--- src/rv_cfg.svh ---
`ifndef RV_CFG_SVH
`define RV_CFG_SVH

// datapath and register width
`define RV_XLEN 32

// architectural register file
`define RV_NUM_REGS 32
`define RV_REG_ADDR_W 5

// fetch starts here after reset
`define RV_RESET_PC 32'h0000_0000
`define RV_INSN_STEP 4

`endif

--- src/rv_isa_pkg.sv ---
package rv_isa_pkg;

  // major opcodes, low two bits always 11
  typedef enum logic [6:0] {
    OPC_LOAD   = 7'b000_0011,
    OPC_STORE  = 7'b010_0011,
    OPC_BRANCH = 7'b110_0011,
    OPC_JALR   = 7'b110_0111,
    OPC_JAL    = 7'b110_1111,
    OPC_OP_IMM = 7'b001_0011,
    OPC_OP     = 7'b011_0011,
    OPC_SYSTEM = 7'b111_0011,
    OPC_AUIPC  = 7'b001_0111,
    OPC_LUI    = 7'b011_0111
  } opcode_e;

  // branch conditions
  localparam logic [2:0] F3_BEQ  = 3'b000;
  localparam logic [2:0] F3_BNE  = 3'b001;
  localparam logic [2:0] F3_BLT  = 3'b100;
  localparam logic [2:0] F3_BGE  = 3'b101;
  localparam logic [2:0] F3_BLTU = 3'b110;
  localparam logic [2:0] F3_BGEU = 3'b111;

  // alu sub-operations, shared by OP and OP_IMM
  localparam logic [2:0] F3_ADD  = 3'b000;
  localparam logic [2:0] F3_SLL  = 3'b001;
  localparam logic [2:0] F3_SLT  = 3'b010;
  localparam logic [2:0] F3_SLTU = 3'b011;
  localparam logic [2:0] F3_XOR  = 3'b100;
  localparam logic [2:0] F3_SR   = 3'b101;
  localparam logic [2:0] F3_OR   = 3'b110;
  localparam logic [2:0] F3_AND  = 3'b111;

  // only word-wide memory access
  localparam logic [2:0] F3_LW = 3'b010;
  localparam logic [2:0] F3_SW = 3'b010;

  // alt encoding selects sub and sra
  localparam logic [6:0] F7_BASE = 7'b000_0000;
  localparam logic [6:0] F7_ALT  = 7'b010_0000;

  // R-type field layout
  typedef struct packed {
    logic [6:0] funct7;
    logic [4:0] rs2;
    logic [4:0] rs1;
    logic [2:0] funct3;
    logic [4:0] rd;
    opcode_e    opcode;
  } insn_t;

endpackage

--- src/rv_core_pkg.sv ---
`include "rv_cfg.svh"

package rv_core_pkg;

  typedef enum logic [3:0] {
    ALU_ADD,
    ALU_SUB,
    ALU_SLL,
    ALU_SLT,
    ALU_SLTU,
    ALU_XOR,
    ALU_SRL,
    ALU_SRA,
    ALU_OR,
    ALU_AND,
    ALU_PASS_B
  } alu_op_e;

  typedef enum logic [1:0] {
    PC_SEQ,
    PC_BRANCH,
    PC_JAL,
    PC_JALR
  } pc_sel_e;

  typedef enum logic [1:0] {
    WB_ALU,
    WB_LOAD,
    WB_LINK
  } wb_sel_e;

  // one control word per instruction
  typedef struct packed {
    logic                      reg_we;
    logic [`RV_REG_ADDR_W-1:0] rd;
    alu_op_e                   alu_op;
    logic                      a_pc;
    logic                      b_imm;
    logic [`RV_XLEN-1:0]       imm;
    pc_sel_e                   pc_sel;
    wb_sel_e                   wb_sel;
    logic [2:0]                br_funct3;
    logic                      store;
    logic                      halt;
  } ctrl_t;

  // data port request, we is per byte
  typedef struct packed {
    logic [`RV_XLEN-1:0]   addr;
    logic [`RV_XLEN-1:0]   wdata;
    logic [`RV_XLEN/8-1:0] we;
  } dmem_req_t;

endpackage

--- src/rv_decoder.sv ---
`timescale 1ns/10ps

`include "rv_cfg.svh"

module rv_decoder (
  input  rv_isa_pkg::insn_t  insn,
  output rv_core_pkg::ctrl_t ctrl
);
  import rv_isa_pkg::*;
  import rv_core_pkg::*;

  logic [31:0]         raw;
  logic [`RV_XLEN-1:0] imm_i;
  logic [`RV_XLEN-1:0] imm_s;
  logic [`RV_XLEN-1:0] imm_b;
  logic [`RV_XLEN-1:0] imm_j;
  logic [`RV_XLEN-1:0] imm_u;
  logic                op_ok;
  logic                imm_ok;

  // funct3 plus alt bit to alu operation
  function automatic alu_op_e alu_op_of(input logic [2:0] funct3, input logic alt);
    alu_op_e op;
    case (funct3)
      F3_ADD:  op = alt ? ALU_SUB : ALU_ADD;
      F3_SLL:  op = ALU_SLL;
      F3_SLT:  op = ALU_SLT;
      F3_SLTU: op = ALU_SLTU;
      F3_XOR:  op = ALU_XOR;
      F3_SR:   op = alt ? ALU_SRA : ALU_SRL;
      F3_OR:   op = ALU_OR;
      F3_AND:  op = ALU_AND;
      default: op = ALU_ADD;
    endcase
    return op;
  endfunction

  assign raw = insn;

  // immediates, sign bit is always insn[31]
  assign imm_i = {{(`RV_XLEN-12){raw[31]}}, raw[31:20]};
  assign imm_s = {{(`RV_XLEN-12){raw[31]}}, raw[31:25], raw[11:7]};
  assign imm_b = {{(`RV_XLEN-13){raw[31]}}, raw[31], raw[7], raw[30:25], raw[11:8], 1'b0};
  assign imm_j = {{(`RV_XLEN-21){raw[31]}}, raw[31], raw[19:12], raw[20], raw[30:21], 1'b0};
  assign imm_u = {raw[31:12], 12'b0};

  // register-register: only sub and sra use the alt funct7
  assign op_ok = (insn.funct7 == F7_BASE) ||
                 ((insn.funct7 == F7_ALT) && (insn.funct3 == F3_ADD || insn.funct3 == F3_SR));

  // shifts by immediate carry funct7 in the upper immediate bits
  always_comb begin
    if (insn.funct3 == F3_SLL) begin
      imm_ok = (insn.funct7 == F7_BASE);
    end else if (insn.funct3 == F3_SR) begin
      imm_ok = (insn.funct7 == F7_BASE) || (insn.funct7 == F7_ALT);
    end else begin
      imm_ok = 1'b1;
    end
  end

  always_comb begin
    // no write, sequential pc unless an opcode below says otherwise
    ctrl           = '0;
    ctrl.rd        = insn.rd;
    ctrl.alu_op    = ALU_ADD;
    ctrl.imm       = imm_i;
    ctrl.pc_sel    = PC_SEQ;
    ctrl.wb_sel    = WB_ALU;
    ctrl.br_funct3 = insn.funct3;
    case (insn.opcode)
      OPC_LUI: begin
        ctrl.reg_we = 1'b1;
        ctrl.alu_op = ALU_PASS_B;
        ctrl.b_imm  = 1'b1;
        ctrl.imm    = imm_u;
      end
      OPC_AUIPC: begin
        ctrl.reg_we = 1'b1;
        ctrl.a_pc   = 1'b1;
        ctrl.b_imm  = 1'b1;
        ctrl.imm    = imm_u;
      end
      OPC_OP_IMM: begin
        ctrl.reg_we = imm_ok;
        ctrl.alu_op = alu_op_of(insn.funct3, insn.funct3 == F3_SR && insn.funct7 == F7_ALT);
        ctrl.b_imm  = 1'b1;
      end
      OPC_OP: begin
        ctrl.reg_we = op_ok;
        ctrl.alu_op = alu_op_of(insn.funct3, insn.funct7 == F7_ALT);
      end
      OPC_BRANCH: begin
        ctrl.imm = imm_b;
        case (insn.funct3)
          F3_BEQ, F3_BNE, F3_BLT, F3_BGE, F3_BLTU, F3_BGEU: ctrl.pc_sel = PC_BRANCH;
          default: ctrl.pc_sel = PC_SEQ;
        endcase
      end
      OPC_JAL: begin
        ctrl.reg_we = 1'b1;
        ctrl.wb_sel = WB_LINK;
        ctrl.pc_sel = PC_JAL;
        ctrl.imm    = imm_j;
      end
      OPC_JALR: begin
        if (insn.funct3 == 3'b000) begin
          // alu computes rs1 + imm as the target
          ctrl.reg_we = 1'b1;
          ctrl.wb_sel = WB_LINK;
          ctrl.pc_sel = PC_JALR;
          ctrl.b_imm  = 1'b1;
        end
      end
      OPC_LOAD: begin
        ctrl.reg_we = (insn.funct3 == F3_LW);
        ctrl.wb_sel = WB_LOAD;
        ctrl.b_imm  = 1'b1;
      end
      OPC_STORE: begin
        ctrl.store = (insn.funct3 == F3_SW);
        ctrl.b_imm = 1'b1;
        ctrl.imm   = imm_s;
      end
      OPC_SYSTEM: begin
        // ecall only, everything above the opcode is zero
        ctrl.halt = (raw[31:7] == 25'd0);
      end
      default: begin
        ctrl.reg_we = 1'b0;
      end
    endcase
  end

endmodule

--- src/rv_regfile.sv ---
`timescale 1ns/10ps

`include "rv_cfg.svh"

module rv_regfile (
  input  logic                      clk,
  input  logic                      rst,
  input  logic [`RV_REG_ADDR_W-1:0] rs1,
  input  logic [`RV_REG_ADDR_W-1:0] rs2,
  input  logic [`RV_REG_ADDR_W-1:0] rd,
  input  logic                      we,
  input  logic [`RV_XLEN-1:0]       rd_data,
  output logic [`RV_XLEN-1:0]       rs1_data,
  output logic [`RV_XLEN-1:0]       rs2_data
);

  logic [`RV_XLEN-1:0] regs [`RV_NUM_REGS];

  // x0 reads as zero whatever the array holds
  assign rs1_data = (rs1 == '0) ? '0 : regs[rs1];
  assign rs2_data = (rs2 == '0) ? '0 : regs[rs2];

  always_ff @(posedge clk) begin
    if (rst) begin
      for (int i = 0; i < `RV_NUM_REGS; i++) begin
        regs[i] <= '0;
      end
    end else if (we && rd != '0) begin
      regs[rd] <= rd_data;
    end
  end

endmodule

--- src/rv_alu.sv ---
`timescale 1ns/10ps

`include "rv_cfg.svh"

module rv_alu (
  input  rv_core_pkg::alu_op_e op,
  input  logic [`RV_XLEN-1:0]  a,
  input  logic [`RV_XLEN-1:0]  b,
  output logic [`RV_XLEN-1:0]  result
);
  import rv_core_pkg::*;

  logic [4:0] shamt;
  logic       lt_signed;
  logic       lt_unsigned;

  // shifts use only the low five bits
  assign shamt       = b[4:0];
  assign lt_signed   = $signed(a) < $signed(b);
  assign lt_unsigned = a < b;

  always_comb begin
    case (op)
      ALU_ADD:    result = a + b;
      ALU_SUB:    result = a - b;
      ALU_SLL:    result = a << shamt;
      ALU_SLT:    result = {{(`RV_XLEN-1){1'b0}}, lt_signed};
      ALU_SLTU:   result = {{(`RV_XLEN-1){1'b0}}, lt_unsigned};
      ALU_XOR:    result = a ^ b;
      ALU_SRL:    result = a >> shamt;
      ALU_SRA:    result = $signed(a) >>> shamt;
      ALU_OR:     result = a | b;
      ALU_AND:    result = a & b;
      // lui, immediate straight through
      ALU_PASS_B: result = b;
      default:    result = '0;
    endcase
  end

endmodule

--- src/rv_pc_unit.sv ---
`timescale 1ns/10ps

`include "rv_cfg.svh"

module rv_pc_unit (
  input  logic                 clk,
  input  logic                 rst,
  input  logic                 hold,
  input  rv_core_pkg::pc_sel_e pc_sel,
  input  logic [2:0]           br_funct3,
  input  logic [`RV_XLEN-1:0]  rs1_data,
  input  logic [`RV_XLEN-1:0]  rs2_data,
  input  logic [`RV_XLEN-1:0]  imm,
  input  logic [`RV_XLEN-1:0]  jalr_target,
  output logic [`RV_XLEN-1:0]  pc,
  output logic [`RV_XLEN-1:0]  pc_plus4
);
  import rv_isa_pkg::*;
  import rv_core_pkg::*;

  localparam logic [`RV_XLEN-1:0] RESET_PC  = `RV_RESET_PC;
  localparam logic [`RV_XLEN-1:0] INSN_STEP = `RV_INSN_STEP;

  logic [`RV_XLEN-1:0] pc_rel;
  logic [`RV_XLEN-1:0] pc_next;
  logic                taken;

  assign pc_plus4 = pc + INSN_STEP;
  // branch and jal share the pc-relative adder
  assign pc_rel   = pc + imm;

  always_comb begin
    case (br_funct3)
      F3_BEQ:  taken = (rs1_data == rs2_data);
      F3_BNE:  taken = (rs1_data != rs2_data);
      F3_BLT:  taken = ($signed(rs1_data) < $signed(rs2_data));
      F3_BGE:  taken = ($signed(rs1_data) >= $signed(rs2_data));
      F3_BLTU: taken = (rs1_data < rs2_data);
      F3_BGEU: taken = (rs1_data >= rs2_data);
      default: taken = 1'b0;
    endcase
  end

  always_comb begin
    case (pc_sel)
      PC_BRANCH: pc_next = taken ? pc_rel : pc_plus4;
      PC_JAL:    pc_next = pc_rel;
      // jalr clears bit 0 of the target
      PC_JALR:   pc_next = {jalr_target[`RV_XLEN-1:1], 1'b0};
      default:   pc_next = pc_plus4;
    endcase
  end

  always_ff @(posedge clk) begin
    if (rst) begin
      pc <= RESET_PC;
    end else if (!hold) begin
      pc <= pc_next;
    end
  end

endmodule

--- src/rv_core.sv ---
`timescale 1ns/10ps

`include "rv_cfg.svh"

module rv_core (
  input  logic                   clk,
  input  logic                   rst,
  output logic [`RV_XLEN-1:0]    pc,
  input  rv_isa_pkg::insn_t      insn,
  output rv_core_pkg::dmem_req_t dmem_req,
  input  logic [`RV_XLEN-1:0]    dmem_rdata,
  output logic                   halt
);
  import rv_core_pkg::*;

  ctrl_t               ctrl;
  logic [`RV_XLEN-1:0] rs1_data;
  logic [`RV_XLEN-1:0] rs2_data;
  logic [`RV_XLEN-1:0] alu_a;
  logic [`RV_XLEN-1:0] alu_b;
  logic [`RV_XLEN-1:0] alu_result;
  logic [`RV_XLEN-1:0] pc_plus4;
  logic [`RV_XLEN-1:0] wb_data;
  logic                reg_we;
  logic                store_en;

  rv_decoder decoder_i (
    .insn (insn),
    .ctrl (ctrl)
  );

  // nothing commits during reset or on the halting instruction
  assign halt     = ctrl.halt & ~rst;
  assign reg_we   = ctrl.reg_we & ~rst & ~ctrl.halt;
  assign store_en = ctrl.store & ~rst & ~ctrl.halt;

  rv_regfile regfile_i (
    .clk      (clk),
    .rst      (rst),
    .rs1      (insn.rs1),
    .rs2      (insn.rs2),
    .rd       (ctrl.rd),
    .we       (reg_we),
    .rd_data  (wb_data),
    .rs1_data (rs1_data),
    .rs2_data (rs2_data)
  );

  assign alu_a = ctrl.a_pc ? pc : rs1_data;
  assign alu_b = ctrl.b_imm ? ctrl.imm : rs2_data;

  rv_alu alu_i (
    .op     (ctrl.alu_op),
    .a      (alu_a),
    .b      (alu_b),
    .result (alu_result)
  );

  rv_pc_unit pc_unit_i (
    .clk         (clk),
    .rst         (rst),
    .hold        (halt),
    .pc_sel      (ctrl.pc_sel),
    .br_funct3   (ctrl.br_funct3),
    .rs1_data    (rs1_data),
    .rs2_data    (rs2_data),
    .imm         (ctrl.imm),
    .jalr_target (alu_result),
    .pc          (pc),
    .pc_plus4    (pc_plus4)
  );

  always_comb begin
    case (ctrl.wb_sel)
      WB_LOAD: wb_data = dmem_rdata;
      WB_LINK: wb_data = pc_plus4;
      default: wb_data = alu_result;
    endcase
  end

  // alu result is the effective address for lw and sw
  assign dmem_req.addr  = alu_result;
  assign dmem_req.wdata = rs2_data;
  assign dmem_req.we    = {(`RV_XLEN/8){store_en}};

endmodule

--- config.mk ---
export PLATFORM = sky130hd
export DESIGN_NAME = rv_core
export DESIGN_NICKNAME = d
export VERILOG_FILES = /design/src/rv_isa_pkg.sv /design/src/rv_core_pkg.sv /design/src/rv_decoder.sv /design/src/rv_regfile.sv /design/src/rv_alu.sv /design/src/rv_pc_unit.sv /design/src/rv_core.sv
export VERILOG_INCLUDE_DIRS = /design/src /design/src/src
export SDC_FILE = /design/constraint.sdc
export NUM_CORES = 2
export LEC_CHECK = 0
export BUFFER_PORTS_ARGS = -buffer_cell sky130_fd_sc_hd__buf_2
export CAP_MARGIN = 20
export CORE_UTILIZATION = 40
export DETAILED_ROUTE_END_ITERATION = 12
export GPL_TIMING_DRIVEN = 0
export PLACE_DENSITY = 0.6
export RECOVER_POWER = 50
export SLEW_MARGIN = 20
export SYNTH_ARGS = -nofsm -noshare
export SYNTH_HDL_FRONTEND = slang
export SYNTH_SLANG_ARGS = --single-unit
--- constraint.sdc ---
create_clock -name clk -period 8.8 [get_ports clk]
set_clock_uncertainty 0.15 [all_clocks]
set_input_delay 0.88 -clock clk [delete_from_list [all_inputs] [get_ports clk]]
set_output_delay 0.88 -clock clk [all_outputs]
set_load 0.05 [all_outputs]
==> impl_metrics.env <==
export IMPL_run_status="complete, but fails checks"
export IMPL_violations="capacitance limit, slew limit, setup timing"
export IMPL_hold_buffers=0
export IMPL_cap_violations=27
export IMPL_worstHoldPathType="reg -> reg"
export IMPL_wl_met3_um=52200
export IMPL_slew_viol_final=674
export IMPL_synth_edff_count=1024
export IMPL_clockRootBuffer="clkbuf_16"
export IMPL_synthArstFlopShare_pct=0
export IMPL_finalPower_uw=17100
export IMPL_yosys_area_share_simple_pct=12.5
export IMPL_first_pass_iters=7
export IMPL_syn_avg_cell_area_um2=11.3
export IMPL_worst_path_max_delay_cell="nor4_1"
export IMPL_vias_per_cell=6.98
export IMPL_cts_sinks=1056
export IMPL_timing_rr_start="regfile_i.regs[23][2]$_SDFFCE_PN0P_"
export IMPL_yosysWarningCount=0
export IMPL_synthAdderAreaFrac_pct=3.07
export IMPL_setup_ws_ns=-0.156
export IMPL_worst_slew_pin_slew_ns=3.11
export IMPL_synth_seq_area_share_pct=45.3
export IMPL_cts_tree="done"
export IMPL_io_buffers=158
export IMPL_yosysUniqueCellTypes=113
export IMPL_synth_top_area_share_pct=44.4
export IMPL_wl_met2_um=173000
export IMPL_final_min_period_over_clock_period_pct=102
export IMPL_ant_nets=0
export IMPL_routed_wl_um=406000
export IMPL_crit_fanout=11
export IMPL_p_per_area_nw_per_um2=216
export IMPL_final_nets=6735
export IMPL_period_needed_ns=8.96
export IMPL_ios=167
export IMPL_ys_ff_latch=1056
export IMPL_drc=0
export IMPL_max_freq_ghz=0.112
export IMPL_yosys_most_used_dff="edfxtp_1"
export IMPL_drive_above_1_share_pct=21.6
export IMPL_crit_type="in -> out"
export IMPL_m1WireLength_um=133000
export IMPL_synth_xor_area_share_pct=0.974
export IMPL_detail_route_iter0_violations=10200
export IMPL_grt_overflow=0
export IMPL_synth_top_family_by_area="multiplexers"
export IMPL_synth_mux_area_fraction_pct=21.2
export IMPL_relSlewSlack_pct=-107
export IMPL_antenna_found_initial=21
export IMPL_max_stage_delay_ns=1.01
export IMPL_finalNonFillerCells=8915
export IMPL_netlist_instances=6132
export IMPL_start_kind="input pin"
export IMPL_fin_area_um2=79100
export IMPL_rr_worst_depth=28
export IMPL_cp_top_family="simple AND/OR/NAND/NOR gates"
export IMPL_dp_cells=8685
export IMPL_synth_top_cell_by_area="edfxtp_1"
export IMPL_cp_cell_sequence="buf_2 > inv_1 > nand2_1 > clkdlybuf4s15_2 > a21oi_1 > nor4_1 > a31oi_4 > inv_1 > ha_4 > nor2b_2 > o21ai_0 > a21o_1 > a2111oi_4 > buf_6 > nor2_1 > nor2_2 > o21a_1 > o21a_1 > nor2_1 > o311a_1 > or3_1 > buf_4"
export IMPL_arrival_ns=7.93
export IMPL_die_area_um2=175000
export IMPL_grt_pass1_wl_um=529000
export IMPL_hold_path_startpoint="pc_unit_i.pc[19]$_SDFFE_PP0N_"
export IMPL_leakage_uw=0.0302
export IMPL_setup_tns_ns=-2.10
export IMPL_grt_max_degree=33
export IMPL_grtUsageTotal_pct=45.4
export IMPL_die_w_um=418
export IMPL_clock_latency_ns=0.80
export IMPL_synth_area_um2=69300
export IMPL_numCtsBuffers=108
export IMPL_r2r_slack_ns=0.38
export IMPL_final_hold_violation_count=0
export IMPL_dieHeight_um=418
export IMPL_min_path_cells=2
export IMPL_wl_per_cell_um=45.5
export IMPL_core_um2=172000
export IMPL_critPathCaptureType="output port"
export IMPL_cts_htree_levels=3
export IMPL_routed_top_layer="met5"
export IMPL_final_setup_viol_count=29
export IMPL_cts_path_max_buffers=3
export IMPL_ys_top_cells_by_area="edfxtp_1 (44%), mux4_2 (12%), mux2i_1 (8.3%), nor2_1 (6.2%), ha_1 (3.0%)"
export IMPL_fill_cells=16000
export IMPL_vias=62300
export IMPL_place_area_um2=74400
export IMPL_start_util_pct=40.3
export IMPL_critPathRequiredTime_ns=7.77
export IMPL_peakVddDrop_uv=198
export IMPL_worstHoldEndpoint="pc_unit_i.pc[19]$_SDFFE_PP0N_"
export IMPL_hpwl_um=304000
export IMPL_placementRows=152
export IMPL_path_clk_slew_ns=0.07
export IMPL_r2r_end="regfile_i.regs[29][26]$_SDFFCE_PN0P_"
export IMPL_rsz0062_at_grt="true"
export IMPL_post_route_util_pct=46.0
export IMPL_cp_num_cells=22
export IMPL_worst_path_buf_inv=6
export IMPL_gp_congestion=1.07
export IMPL_synth_compound_area_share_pct=11.7
export IMPL_grt_pass1_vias=58700
export IMPL_syn2layout_area_growth_pct=14.2
[cell families after synthesis]
family | after synthesis
AOI/OAI and AO/OA | 1147
xor gates and xnor gates | 77
adders and majority gates | 168
buffers and inverters | 722
DFF | 1056
muxes | 981
other | 1
and+or+nand+nor | 1980
[worst reg2reg max path: cells and delay by family (launching register included)]
family | cells | cell delay (ns)
buffers and inverters | 10 | 2.69
AO/OA/AOI/OAI | 8 | 2.58
AND/OR/NAND/NOR | 7 | 1.09
multiplexers | 2 | 0.82
flip-flops | 1 | 0.43
adder cells (fa/ha/maj) | 1 | 0.37
[final cells by class]
type | count | area [um^2] | area share (%)
Sequential cell | 1056 | 31400 | 39.7
Buffer | 527 | 3400 | 4.31
Multi-Input combinational cell | 4385 | 35500 | 44.9
Inverter | 178 | 668 | 0.845
Clock buffer | 130 | 2850 | 3.60
Antenna cell | 15 | 37.5 | 0.0475
Clock inverter | 69 | 737 | 0.932
Tap cell | 2310 | 2890 | 3.66
Timing Repair Buffer | 245 | 1560 | 1.97
[routing by layer]
metal | vias up | track usage, %
li1 | 23900 | -
met1 | 31200 | 51.4
met2 | 5604 | 67.2
met3 | 1584 | 15.4
met4 | 16 | 42.4
met5 | - | 0.972
[metrics by stage]
step                      worst slack, ns  hold slack [ns]
after floorplan                     0.734            0.602
after global placement              -6.78            0.460
after detailed placement            -3.97            0.453
after CTS                        0.000580            0.465
after global routing              -0.0393            0.488
final                              -0.156            0.468
[sequential cells by signal (all words and copies together), names as in the netlist]
signal,flops
regfile_i.regs,1024
pc_unit_i.pc,32
[synth_stat cells, drive strengths merged, types with 19 or more instances]
| cell | n |
|---|---|
| or2 | 26 |
| a22oi | 210 |
| nor3 | 65 |
| xnor2 | 58 |
| and2 | 73 |
| or3 | 23 |
| mux4 | 376 |
| and3 | 25 |
| nand4 | 29 |
| ha | 165 |
| nor2b | 36 |
| o21ai | 152 |
| nand2 | 330 |
| nor4 | 45 |
| o21bai | 19 |
| mux2 | 26 |
| nand3 | 68 |
| o31ai | 24 |
| nand2b | 26 |
| nor2 | 1197 |
| dfxtp | 32 |
| mux2i | 579 |
| xor2 | 19 |
| a31oi | 56 |
| a21o | 71 |
| a21oi | 269 |
| a221oi | 35 |
| a211oi | 54 |
| o221ai | 19 |
| clkbuf | 180 |
| edfxtp | 1024 |
| a221o | 26 |
| o211ai | 32 |
| buf | 355 |
| inv | 174 |
[power by group]
group / internal (uW) / switching, uW / total [uW] / leakage, uW
Clock: 2690 / 2180 / 4870 / 0.00174
Sequential: 5680 / 106 / 5790 / 0.0108
Combinational: 1720 / 4730 / 6440 / 0.0176
Total: 10100 / 7010 / 17100 / 0.0302
[cell usage in the layout, fill, tap and decap left out, types with 133 or more instances in the layout]
cell	instances
a21oi_1	254
a22oi_1	210
buf_2	291
buf_4	133
clkbuf_1	217
edfxtp_1	1024
ha_1	154
inv_1	167
mux2i_1	559
mux4_2	356
nand2_1	316
nor2_1	1130
[what timing repair did]
action                                  4_1_cts  5_1_grt
endpoints found under the setup margin      896       93
setup buffers                                28        3
gates resized for setup                     236       86
pin swaps                                    21       12
[worst max path at each step]
stage	startpoint	end
detailed placement	insn[21]	regfile_i.regs[5][26]$_SDFFCE_PN0P_
CTS	insn[21]	dmem_req[63]
global route	insn[21]	dmem_req[63]
floorplan	insn[20]	dmem_req[67]
global placement	insn[21]	dmem_req[65]
finish	insn[18]	dmem_req[36]
Power figures use the tool's default switching activity.
